**src/lc3b_consts.svh**
```systemverilog
`ifndef LC3B_CONSTS_SVH
`define LC3B_CONSTS_SVH

// machine word width in bits
`define LC3B_WIDTH 16

// architectural register count, R0 to R7
`define LC3B_NUM_REGS 8

// address of the first fetch after reset
`define LC3B_RESET_PC 16'h0000

`endif

```
**src/lc3b_types.sv**
```systemverilog
`include "lc3b_consts.svh"

package lc3b_types;

typedef logic [`LC3B_WIDTH-1:0] lc3b_word;
typedef logic [2:0] lc3b_reg;
typedef logic [2:0] lc3b_nzp;     // n, z, p

typedef enum logic [3:0]
{
    op_br  = 4'b0000,
    op_add = 4'b0001,
    op_ldr = 4'b0110,
    op_str = 4'b0111,
    op_and = 4'b0101,
    op_not = 4'b1001,
    op_shf = 4'b1101,
    op_lea = 4'b1110
} lc3b_opcode;

typedef enum logic [2:0]
{
    alu_add,
    alu_and,
    alu_not,
    alu_pass,
    alu_sll,
    alu_srl,
    alu_sra
} lc3b_aluop;

typedef struct packed
{
    lc3b_opcode opcode;
    lc3b_aluop  aluop;
    logic       alumux_sel;       // 0 register, 1 immediate
    logic       imm_sel;          // 0 imm5, 1 shift amount
    logic       addr_base_sel;    // 0 pc+2, 1 base register
    logic       offset_sel;       // 0 offset6, 1 offset9
    logic [1:0] result_sel;       // 0 alu, 1 address, 2 load data
    lc3b_reg    dest;
    logic       load_regfile;
    logic       load_cc;
    logic       mem_read;
    logic       mem_write;
    logic       brmux_sel;        // conditional branch
    lc3b_nzp    nzp;              // branch mask
} lc3b_ctrl;

typedef struct packed
{
    lc3b_ctrl    ctrl;
    lc3b_word    pc_next;
    lc3b_word    src_a;
    lc3b_word    src_b;
    logic [10:0] ir_low;          // offset and immediate bits
} lc3b_ex_payload;

typedef struct packed
{
    lc3b_ctrl ctrl;
    lc3b_word alu_result;
    lc3b_word addr_result;
    lc3b_word store_data;
} lc3b_mem_payload;

typedef struct packed
{
    lc3b_ctrl ctrl;
    lc3b_word result;
} lc3b_wb_payload;

endpackage : lc3b_types

```
**src/stage_reg.sv**
```systemverilog
`timescale 1ns/1ps

module stage_reg
#(
    parameter type payload_t = logic [15:0],
    parameter payload_t RESET_VALUE = '0
)
(
    input  logic     clk,
    input  logic     rst,
    input  logic     load,
    input  payload_t d,
    output payload_t q
);

always_ff @(posedge clk)
begin
    if (rst)
        q <= RESET_VALUE;       // bubble
    else if (load)
        q <= d;
end

endmodule : stage_reg

```
**src/decode_unit.sv**
```systemverilog
`timescale 1ns/1ps

module decode_unit
(
    input  lc3b_types::lc3b_word instr,
    output lc3b_types::lc3b_reg  src1,
    output lc3b_types::lc3b_reg  src2,
    output lc3b_types::lc3b_ctrl ctrl
);

lc3b_types::lc3b_opcode opcode;

assign opcode = lc3b_types::lc3b_opcode'(instr[15:12]);

always_comb
begin
    ctrl = '0;                              // no writes, no memory access
    ctrl.aluop = lc3b_types::alu_pass;
    ctrl.dest = instr[11:9];
    src1 = instr[8:6];                      // sr1 or base register
    src2 = instr[2:0];

    case (opcode)
        lc3b_types::op_add, lc3b_types::op_and:
        begin
            ctrl.opcode = opcode;
            ctrl.aluop = (opcode == lc3b_types::op_add) ? lc3b_types::alu_add
                                                        : lc3b_types::alu_and;
            ctrl.alumux_sel = instr[5];     // immediate form
            ctrl.load_regfile = 1'b1;
            ctrl.load_cc = 1'b1;
        end
        lc3b_types::op_not:
        begin
            ctrl.opcode = opcode;
            ctrl.aluop = lc3b_types::alu_not;
            ctrl.load_regfile = 1'b1;
            ctrl.load_cc = 1'b1;
        end
        lc3b_types::op_shf:
        begin
            ctrl.opcode = opcode;
            if (!instr[4])
                ctrl.aluop = lc3b_types::alu_sll;
            else if (instr[5])
                ctrl.aluop = lc3b_types::alu_sra;
            else
                ctrl.aluop = lc3b_types::alu_srl;
            ctrl.alumux_sel = 1'b1;
            ctrl.imm_sel = 1'b1;            // imm4 amount
            ctrl.load_regfile = 1'b1;
            ctrl.load_cc = 1'b1;
        end
        lc3b_types::op_lea:
        begin
            // LC-3b LEA leaves the condition codes alone
            ctrl.opcode = opcode;
            ctrl.offset_sel = 1'b1;
            ctrl.result_sel = 2'd1;
            ctrl.load_regfile = 1'b1;
        end
        lc3b_types::op_ldr:
        begin
            ctrl.opcode = opcode;
            ctrl.addr_base_sel = 1'b1;
            ctrl.result_sel = 2'd2;
            ctrl.mem_read = 1'b1;
            ctrl.load_regfile = 1'b1;
            ctrl.load_cc = 1'b1;
        end
        lc3b_types::op_str:
        begin
            ctrl.opcode = opcode;
            ctrl.addr_base_sel = 1'b1;
            ctrl.mem_write = 1'b1;
            src2 = instr[11:9];             // store data register
        end
        lc3b_types::op_br:
        begin
            ctrl.opcode = opcode;
            ctrl.offset_sel = 1'b1;
            ctrl.brmux_sel = 1'b1;
            ctrl.nzp = instr[11:9];         // zero mask never taken
        end
        default:
        begin
            ctrl.brmux_sel = 1'b0;          // unsupported, treated as nop
        end
    endcase
end

endmodule : decode_unit

```
**src/regfile.sv**
```systemverilog
`timescale 1ns/1ps
`include "lc3b_consts.svh"

module regfile
(
    input  logic                 clk,
    input  logic                 rst,
    input  logic                 load,
    input  lc3b_types::lc3b_reg  dest,
    input  lc3b_types::lc3b_word in,
    input  lc3b_types::lc3b_reg  src_a,
    input  lc3b_types::lc3b_reg  src_b,
    output lc3b_types::lc3b_word reg_a,
    output lc3b_types::lc3b_word reg_b
);

lc3b_types::lc3b_word data [`LC3B_NUM_REGS];

always_ff @(posedge clk)
begin
    if (rst)
    begin
        for (int i = 0; i < `LC3B_NUM_REGS; i++)
            data[i] <= '0;
    end
    else if (load)
    begin
        data[dest] <= in;
    end
end

// read in decode, after the write edge
assign reg_a = data[src_a];
assign reg_b = data[src_b];

endmodule : regfile

```
**src/alu.sv**
```systemverilog
`timescale 1ns/1ps

module alu
(
    input  lc3b_types::lc3b_aluop aluop,
    input  lc3b_types::lc3b_word  a,
    input  lc3b_types::lc3b_word  b,
    output lc3b_types::lc3b_word  f
);

logic [3:0] shamt;

assign shamt = b[3:0];          // shift by low nibble

always_comb
begin
    case (aluop)
        lc3b_types::alu_add:
            f = a + b;
        lc3b_types::alu_and:
            f = a & b;
        lc3b_types::alu_not:
            f = ~a;
        lc3b_types::alu_sll:
            f = a << shamt;
        lc3b_types::alu_srl:
            f = a >> shamt;
        lc3b_types::alu_sra:
            f = lc3b_types::lc3b_word'($signed(a) >>> shamt);
        default:
            f = a;              // pass
    endcase
end

endmodule : alu

```
**src/addr_unit.sv**
```systemverilog
`timescale 1ns/1ps
`include "lc3b_consts.svh"

module addr_unit
(
    input  logic [10:0]          ir_low,
    input  logic                 offset_sel,
    input  logic                 base_sel,
    input  lc3b_types::lc3b_word pc_next,
    input  lc3b_types::lc3b_word base_reg,
    output lc3b_types::lc3b_word addr
);

lc3b_types::lc3b_word sext6;
lc3b_types::lc3b_word sext9;
lc3b_types::lc3b_word offset;
lc3b_types::lc3b_word base;

assign sext6 = {{(`LC3B_WIDTH-6){ir_low[5]}}, ir_low[5:0]};
assign sext9 = {{(`LC3B_WIDTH-9){ir_low[8]}}, ir_low[8:0]};

always_comb
begin
    offset = offset_sel ? sext9 : sext6;
    offset = offset << 1;               // word offset to byte offset
    base = base_sel ? base_reg : pc_next;
end

assign addr = base + offset;

endmodule : addr_unit

```
**src/datapath.sv**
```systemverilog
`timescale 1ns/1ps
`include "lc3b_consts.svh"

module datapath
(
    input  logic                 clk,
    input  logic                 rst,
    output lc3b_types::lc3b_word instr_address,
    input  lc3b_types::lc3b_word instr_rdata,
    input  logic                 i_mem_resp,
    output lc3b_types::lc3b_word mem_address,
    output logic                 mem_read,
    output logic                 mem_write,
    output lc3b_types::lc3b_word mem_wdata,
    input  lc3b_types::lc3b_word mem_rdata,
    input  logic                 d_mem_resp
);

typedef struct packed
{
    lc3b_types::lc3b_word instr;
    lc3b_types::lc3b_word pc_next;
} fetch_payload;

logic global_load;
logic branch_taken;
lc3b_types::lc3b_word pc;
lc3b_types::lc3b_word pc_plus2;
lc3b_types::lc3b_nzp cc;
lc3b_types::lc3b_nzp gencc;

fetch_payload fetch_d;
fetch_payload dec_q;
lc3b_types::lc3b_reg src1;
lc3b_types::lc3b_reg src2;
lc3b_types::lc3b_word reg_a;
lc3b_types::lc3b_word reg_b;
lc3b_types::lc3b_ctrl dec_ctrl;

lc3b_types::lc3b_ex_payload ex_d;
lc3b_types::lc3b_ex_payload ex_q;
lc3b_types::lc3b_word imm_out;
lc3b_types::lc3b_word alumux_out;
lc3b_types::lc3b_word alu_out;
lc3b_types::lc3b_word addr_out;

lc3b_types::lc3b_mem_payload mem_d;
lc3b_types::lc3b_mem_payload mem_q;
lc3b_types::lc3b_wb_payload wb_d;
lc3b_types::lc3b_wb_payload wb_q;

// every stage steps together once both memories are done
always_comb
begin
    global_load = i_mem_resp & (d_mem_resp | ~(mem_read | mem_write));
end

assign instr_address = pc;
assign pc_plus2 = pc + lc3b_types::lc3b_word'(2);

always_ff @(posedge clk)
begin
    if (rst)
        pc <= `LC3B_RESET_PC;
    else if (global_load)
        pc <= branch_taken ? mem_q.addr_result : pc_plus2;     // redirect from mem stage
end

always_comb
begin
    fetch_d.instr = instr_rdata;
    fetch_d.pc_next = pc_plus2;
end

// all-zero payloads decode as nop
stage_reg #(.payload_t(fetch_payload), .RESET_VALUE('0)) dec_reg
(
    .clk(clk),
    .rst(rst),
    .load(global_load),
    .d(fetch_d),
    .q(dec_q)
);

decode_unit decode
(
    .instr(dec_q.instr),
    .src1(src1),
    .src2(src2),
    .ctrl(dec_ctrl)
);

regfile regs
(
    .clk(clk),
    .rst(rst),
    .load(global_load & wb_q.ctrl.load_regfile),
    .dest(wb_q.ctrl.dest),
    .in(wb_q.result),
    .src_a(src1),
    .src_b(src2),
    .reg_a(reg_a),
    .reg_b(reg_b)
);

always_comb
begin
    ex_d.ctrl = dec_ctrl;
    ex_d.pc_next = dec_q.pc_next;
    ex_d.src_a = reg_a;
    ex_d.src_b = reg_b;
    ex_d.ir_low = dec_q.instr[10:0];
end

stage_reg #(.payload_t(lc3b_types::lc3b_ex_payload), .RESET_VALUE('0)) ex_reg
(
    .clk(clk),
    .rst(rst),
    .load(global_load),
    .d(ex_d),
    .q(ex_q)
);

always_comb
begin
    if (ex_q.ctrl.imm_sel)
        imm_out = {{(`LC3B_WIDTH-4){1'b0}}, ex_q.ir_low[3:0]};             // shift amount
    else
        imm_out = {{(`LC3B_WIDTH-5){ex_q.ir_low[4]}}, ex_q.ir_low[4:0]};   // imm5
    alumux_out = ex_q.ctrl.alumux_sel ? imm_out : ex_q.src_b;
end

alu alu_module
(
    .aluop(ex_q.ctrl.aluop),
    .a(ex_q.src_a),
    .b(alumux_out),
    .f(alu_out)
);

addr_unit addr_module
(
    .ir_low(ex_q.ir_low),
    .offset_sel(ex_q.ctrl.offset_sel),
    .base_sel(ex_q.ctrl.addr_base_sel),
    .pc_next(ex_q.pc_next),
    .base_reg(ex_q.src_a),
    .addr(addr_out)
);

always_comb
begin
    mem_d.ctrl = ex_q.ctrl;
    mem_d.alu_result = alu_out;
    mem_d.addr_result = addr_out;
    mem_d.store_data = ex_q.src_b;
end

stage_reg #(.payload_t(lc3b_types::lc3b_mem_payload), .RESET_VALUE('0)) mem_reg
(
    .clk(clk),
    .rst(rst),
    .load(global_load),
    .d(mem_d),
    .q(mem_q)
);

// request levels held for the whole mem stage
assign mem_read = mem_q.ctrl.mem_read;
assign mem_write = mem_q.ctrl.mem_write;
assign mem_address = mem_q.addr_result;
assign mem_wdata = mem_q.store_data;
assign branch_taken = mem_q.ctrl.brmux_sel & (|(mem_q.ctrl.nzp & cc));

always_comb
begin
    wb_d.ctrl = mem_q.ctrl;
    case (mem_q.ctrl.result_sel)
        2'd1:
            wb_d.result = mem_q.addr_result;
        2'd2:
            wb_d.result = mem_rdata;        // valid when global_load is high
        default:
            wb_d.result = mem_q.alu_result;
    endcase
end

stage_reg #(.payload_t(lc3b_types::lc3b_wb_payload), .RESET_VALUE('0)) wb_reg
(
    .clk(clk),
    .rst(rst),
    .load(global_load),
    .d(wb_d),
    .q(wb_q)
);

always_comb
begin
    if (wb_q.result[`LC3B_WIDTH-1])
        gencc = 3'b100;
    else if (wb_q.result == '0)
        gencc = 3'b010;
    else
        gencc = 3'b001;
end

always_ff @(posedge clk)
begin
    if (rst)
        cc <= 3'b010;                       // registers start at zero
    else if (global_load & wb_q.ctrl.load_cc)
        cc <= gencc;
end

endmodule : datapath

```
**config.mk**
```make
export PLATFORM = sky130hd
export DESIGN_NAME = datapath
export DESIGN_NICKNAME = d
export VERILOG_FILES = /design/src/lc3b_types.sv /design/src/stage_reg.sv /design/src/decode_unit.sv /design/src/regfile.sv /design/src/alu.sv /design/src/addr_unit.sv /design/src/datapath.sv
export VERILOG_INCLUDE_DIRS = /design/src /design/src/src
export SDC_FILE = /design/constraint.sdc
export NUM_CORES = 1
export LEC_CHECK = 0
export BUFFER_PORTS_ARGS = -buffer_cell sky130_fd_sc_hd__buf_2
export CELL_PAD_IN_SITES_DETAIL_PLACEMENT = 1
export CELL_PAD_IN_SITES_GLOBAL_PLACEMENT = 2
export CORE_MARGIN = 4
export CORE_UTILIZATION = 25
export DETAILED_ROUTE_END_ITERATION = 8
export PLACE_DENSITY = 0.54
export SYNTH_ARGS = -nofsm -noshare
export SYNTH_HDL_FRONTEND = slang
export SYNTH_SLANG_ARGS = --single-unit
```
**constraint.sdc**
```tcl
create_clock -name clk -period 10.7 [get_ports clk]
set_clock_uncertainty 0.15 [all_clocks]
set_input_delay 1.605 -clock clk [delete_from_list [all_inputs] [get_ports clk]]
set_output_delay 1.605 -clock clk [all_outputs]
set_load 0.02 [all_outputs]
```
; ---- After elaboration in Yosys (flattened, before gate mapping)
; Memories as Yosys holds them, arrays and structs flattened. A register that Yosys moved wholly into a read port is not among the register bits.
; Cells that the tools add are included.
[classes]
n_addsub = 3
eq_ne = 14
shifts = 3
muxes = 33
n_bitwise = 10
n_reduce_logical = 10
[op_table]
columns = op, n
row1 = 16-bit case mux with 6 select lines, 1
row2 = 16-bit two-way mux, 5
row3 = 16-bit adder, 2
row4 = 16-bit case mux with 2 select lines, 1
row5 = "16-bit by 2-bit adder with 16-bit output, second input constant", 1
row6 = 16-bit AND, 1
row7 = 16-bit zero test, 1
row8 = 16-bit NOT, 1
row9 = 16-bit OR reduction, 1
row10 = 16-bit by 4-bit << shifter with 16-bit output, 1
row11 = 16-bit by 4-bit right shift with 16-bit output, 1
row12 = 16-bit by 4-bit >>> shifter with 16-bit output, 1
row13 = 1-bit two-way mux, 15
row14 = 15-bit two-way mux, 1
row15 = "4-bit by 3-bit == test with 1-bit output, second input constant", 3
row16 = "4-bit == test, second input constant", 3
row17 = 3-bit two-way mux, 4
row18 = "3-bit == test, second input constant", 3
row19 = 3-bit case mux with 3 select lines, 1
row20 = 2-bit two-way mux, 3
row21 = 2-bit OR reduction, 3
row22 = 6-bit OR reduction, 1
row23 = 5-bit OR reduction, 1
row24 = 1-bit AND, 4
row25 = 13 further kinds, 14
[word_totals]
ff_bits = 178
ram_bits = 128
inputBits = 36
out_inout_bits = 50
elab_cells = 108
memories = 1
[memory_table]
columns = memory, words, word_bits, rd, rd_clocked_by_memory_dff, wr, line
row1 = regs.data, 8, 16, 2, 2, 8, regfile.sv:17  ; lc3b_types::lc3b_word data [`LC3B_NUM_REGS];

; ---- Depth between registers and ports, before layout
[logic_depth]
depth_word = 10
ltp_mapped = 15
depth_no_buf = 11

; ---- Hierarchy
; A second synthesis with hierarchy kept.
[hier_totals]
cells_unflattened = 1986
area_unflattened_um2 = 21056.4
[by_module_without_submodules]
columns = mod, instances, cells_each, area_per_inst_um2, seq_area_each_um2
row1 = regfile, 1, 430, 6910.4, 3843.7
row2 = stage_reg (ex_reg), 1, 267, 3005.4, 1661.6
row3 = alu, 1, 411, 2905.3, 0.0
row4 = stage_reg (mem_reg), 1, 232, 2580.0, 1441.4
row5 = datapath, 1, 240, 1744.2, 380.4
row6 = stage_reg (wb_reg), 1, 129, 1457.6, 800.8
row7 = stage_reg (dec_reg), 1, 103, 1163.6, 640.6
row8 = addr_unit, 1, 125, 950.9, 0.0
row9 = decode_unit, 1, 49, 339.1, 0.0

; ---- Worst setup path before layout
; Ideal clock, no wire load.
[synth_path]
kind = input to register
from = in rst
to = mem regs.data[1][0] (netlist bit), enable pin
setup_time_ns = 0.411
arrival_time_ns = 3.375
t_required_ns = 10.139
setup_slack_ns = 6.764
cell_stages = 4
path_buffers = 1
path_cell_list = clkbuf_1 nor2_1 nand2_1 o21ai_0
[synth_rtl]
columns = item, line
row1 = start: declaration, datapath.sv:7  ; input logic rst,
row2 = end: declaration, regfile.sv:17

==> impl_metrics.toml <==
[clock_tree]
cts_buffer_depth = 3
cts_setup_buffers = 0
cts_sinks = 335
cts_tree = "yes"
clockRootBuffer = "clkbuf_16"
cts-buffers-inserted = 44
cts_resized = 0
clk_pin_slew_worst_paths_ps = 50
hold_buffers = 0
clk_latency_ps = 580
htreeDepth = 2

[place]
port_buffers = 85
place_inst = 3059
hpwlAfterDp_microns = 55500
gp_congestion = 0.835
place_ws_ps = 5550
placement.cell_area_sq_mm = 0.0201

[finish]
finalInstanceArea_sq_mm = 0.0215
fill_cells = 8685
layout.nets = 2209
fin_cells = 3136
fin_util_pct = 28.7
layout-drive-gt1-share_pct = 13.4
syn_to_final_growth_pct = 12.8
regArea_sq_mm = 0.00799
antennaDiodeCount = 0
multi_input_area_sq_mm = 0.0100

[floorplan]
die-height_microns = 284
fp-row-count = 100
coreArea_sq_mm = 0.0749
ios = 86
die_w_microns = 284
initial_core_util_pct = 25.4
die-area_sq_mm = 0.0807

[logic_synthesis]
async_flop_share_pct = 0
ys.warnings.count = 0
synth-seq-area-share_pct = 41.9
syn_nets = 2236
syn-cell-area_sq_mm = 0.0191
yosysTopAreaCellShare_pct = 21.7
synth_area_leaders = "dfxtp_1 22%, edfxtp_1 20%, nand2_1 7.7%"
synth_largest_area_cell = "dfxtp_1"
synth_cell_type_count = 85
synth_flop_cell = "dfxtp_1"
synth-edff-count = 128
synthCells = 2163
ys_ff_latch = 335
postSynthAreaPerCell_sq_um = 8.81

[detailed_routing]
ant_nets = 0
drt_iter0_drc = 1148
wirelength_microns = 78800
viasPerCell = 5.20
dr_total_vias = 16300
drt_pass1_iterations = 5
post_drt_wl_per_cell_microns = 25.1
drc = 0

[power_and_ir_drop]
power-per-cell-area_mw_per_mm2 = 154
finalPower_mw = 3.30
p_leak_nw = 7.90
ir_drop_v = 0.000102

[outcome]
status = "finished clean"

[critical_path]
crit_type = "input pin to flip-flop"
cp.required_ps = 10750
r2r_slack_ps = 6290
endpoint_kind = "flip-flop"
cp_data_arrival_time_ps = 4670
crit_start = "rst"
start_kind = "input pin"
r2r-start = "ex_reg.q[75]"
cp_max_fo = 83

[timing]
setup_violations = 0
finalMaxSlewViolations = 0
final_hold_viol_count = 0
worst_pin_slew_ps = 1280
clock.fmax_mhz = 217
rsz0062_at_grt = "no"
finalCritPeriodShare_pct = 43.1
hold_slack_ps = 302
setup_tns_ps = 0
finalCriticalPeriod_ps = 4620
worst_slew_margin_rel_pct = 14.4
fin_ws_ps = 6080

[global_routing]
antenna_found_initial = 1
grt_max_degree = 158
groute.usage.overall_pct = 19.0
first_global_vias = 16700
grt_pass1_wl_microns = 117000
grt-ovfl-total = 0

[job]
maxCapViolCount = 0

[min_path]
hp-start = "mem_reg.q[51]"
min_path_type = "flip-flop to flip-flop"
-- layout make-up --
type	count	area share, %
multi-input combinational	1594	46.7
sequential	335	37.2
clock buffer	64	5.84
tap	969	5.64
timing repair buffer	132	3.71
inverter	29	0.506
clock inverter	13	0.472
-- sequential cells by signal, summed over array words and instances (netlist names) --
| register | cells |
|---|---|
| dec_reg.q | 32 |
| wb_reg.q | 21 |
| mem_reg.q | 60 |
| ex_reg.q | 75 |
| instr_address | 16 |
| cc | 3 |
| regs.data | 128 |
-- final timing paths --
check | endpoint | depth (start not counted)
worst max register to register | mem_reg.q[40] | 12
worst min register to register | mem_reg.q[51] | 2
worst max-delay path | regs.data[2][8] | 5
worst min-delay path | mem_reg.q[51] | 2
-- cell usage after synthesis, drive strengths merged (10+ instances only) --
master and count:
dfxtp 207, o21a 17, and3 10, a31oi 15
a21o 10, o22ai 14, or2 10, inv 29
o21ai 93, edfxtp 128, o211ai 17, nand2 391
mux2i 87, clkbuf 128, and2 134, a21oi 224
nor2b 17, mux2 18, a2bb2oi 12, xor2 12
nor3 39, a211oi 48, nor2 140, nor4 31
xnor2 15, ha 35, buf 77, nand3 39
mux4 40, a22oi 28
-- cell usage in the layout, fill, tap and decap left out, types with 35 or more instances in the layout --
cell / instances
edfxtp_1: 128
mux4_2: 40
ha_1: 35
a211oi_1: 48
mux2i_1: 81
nor2_1: 140
nand2_1: 390
and2_1: 134
clkbuf_16: 44
buf_2: 84
a21oi_1: 223
buf_4: 46
dfxtp_1: 206
nor3_1: 38
nand3_1: 38
o21ai_0: 88
-- critical path: stages --
cell	delay (ps)
buf_6	270
inv_1	690
nand2_1	700
nor3_2	830
or2_2	490
-- cell families after synthesis --
family          Yosys count  share of synthesized area, %
compound gates          534                          17.4
xor+xnor                 27                          1.24
fa+ha+maj                37                          2.51
buf+inv                 234                          5.80
flops                   335                          41.9
mux                     145                          10.5
simple gates            851                          20.7
-- report_power, final --
group	switching, mW	internal (mW)	total [mW]	leakage [nW]
Clock	0.598	0.813	1.41	0.658
Combinational	0.297	0.152	0.449	4.23
Sequential	0.0689	1.38	1.44	3.01
Total	0.964	2.34	3.30	7.90
-- routing by layer --
layer / vias to the layer above / wire, microns / GRT usage, %
li1: 7650 / - / -
met1: 8341 / 38300 / 27.0
met2: 223 / 37000 / 31.6
met3: 79 / 2410 / 2.28
met4: 0 / 1140 / 3.24
met5: - / 0 / 0
Power figures use the tool's default switching activity.
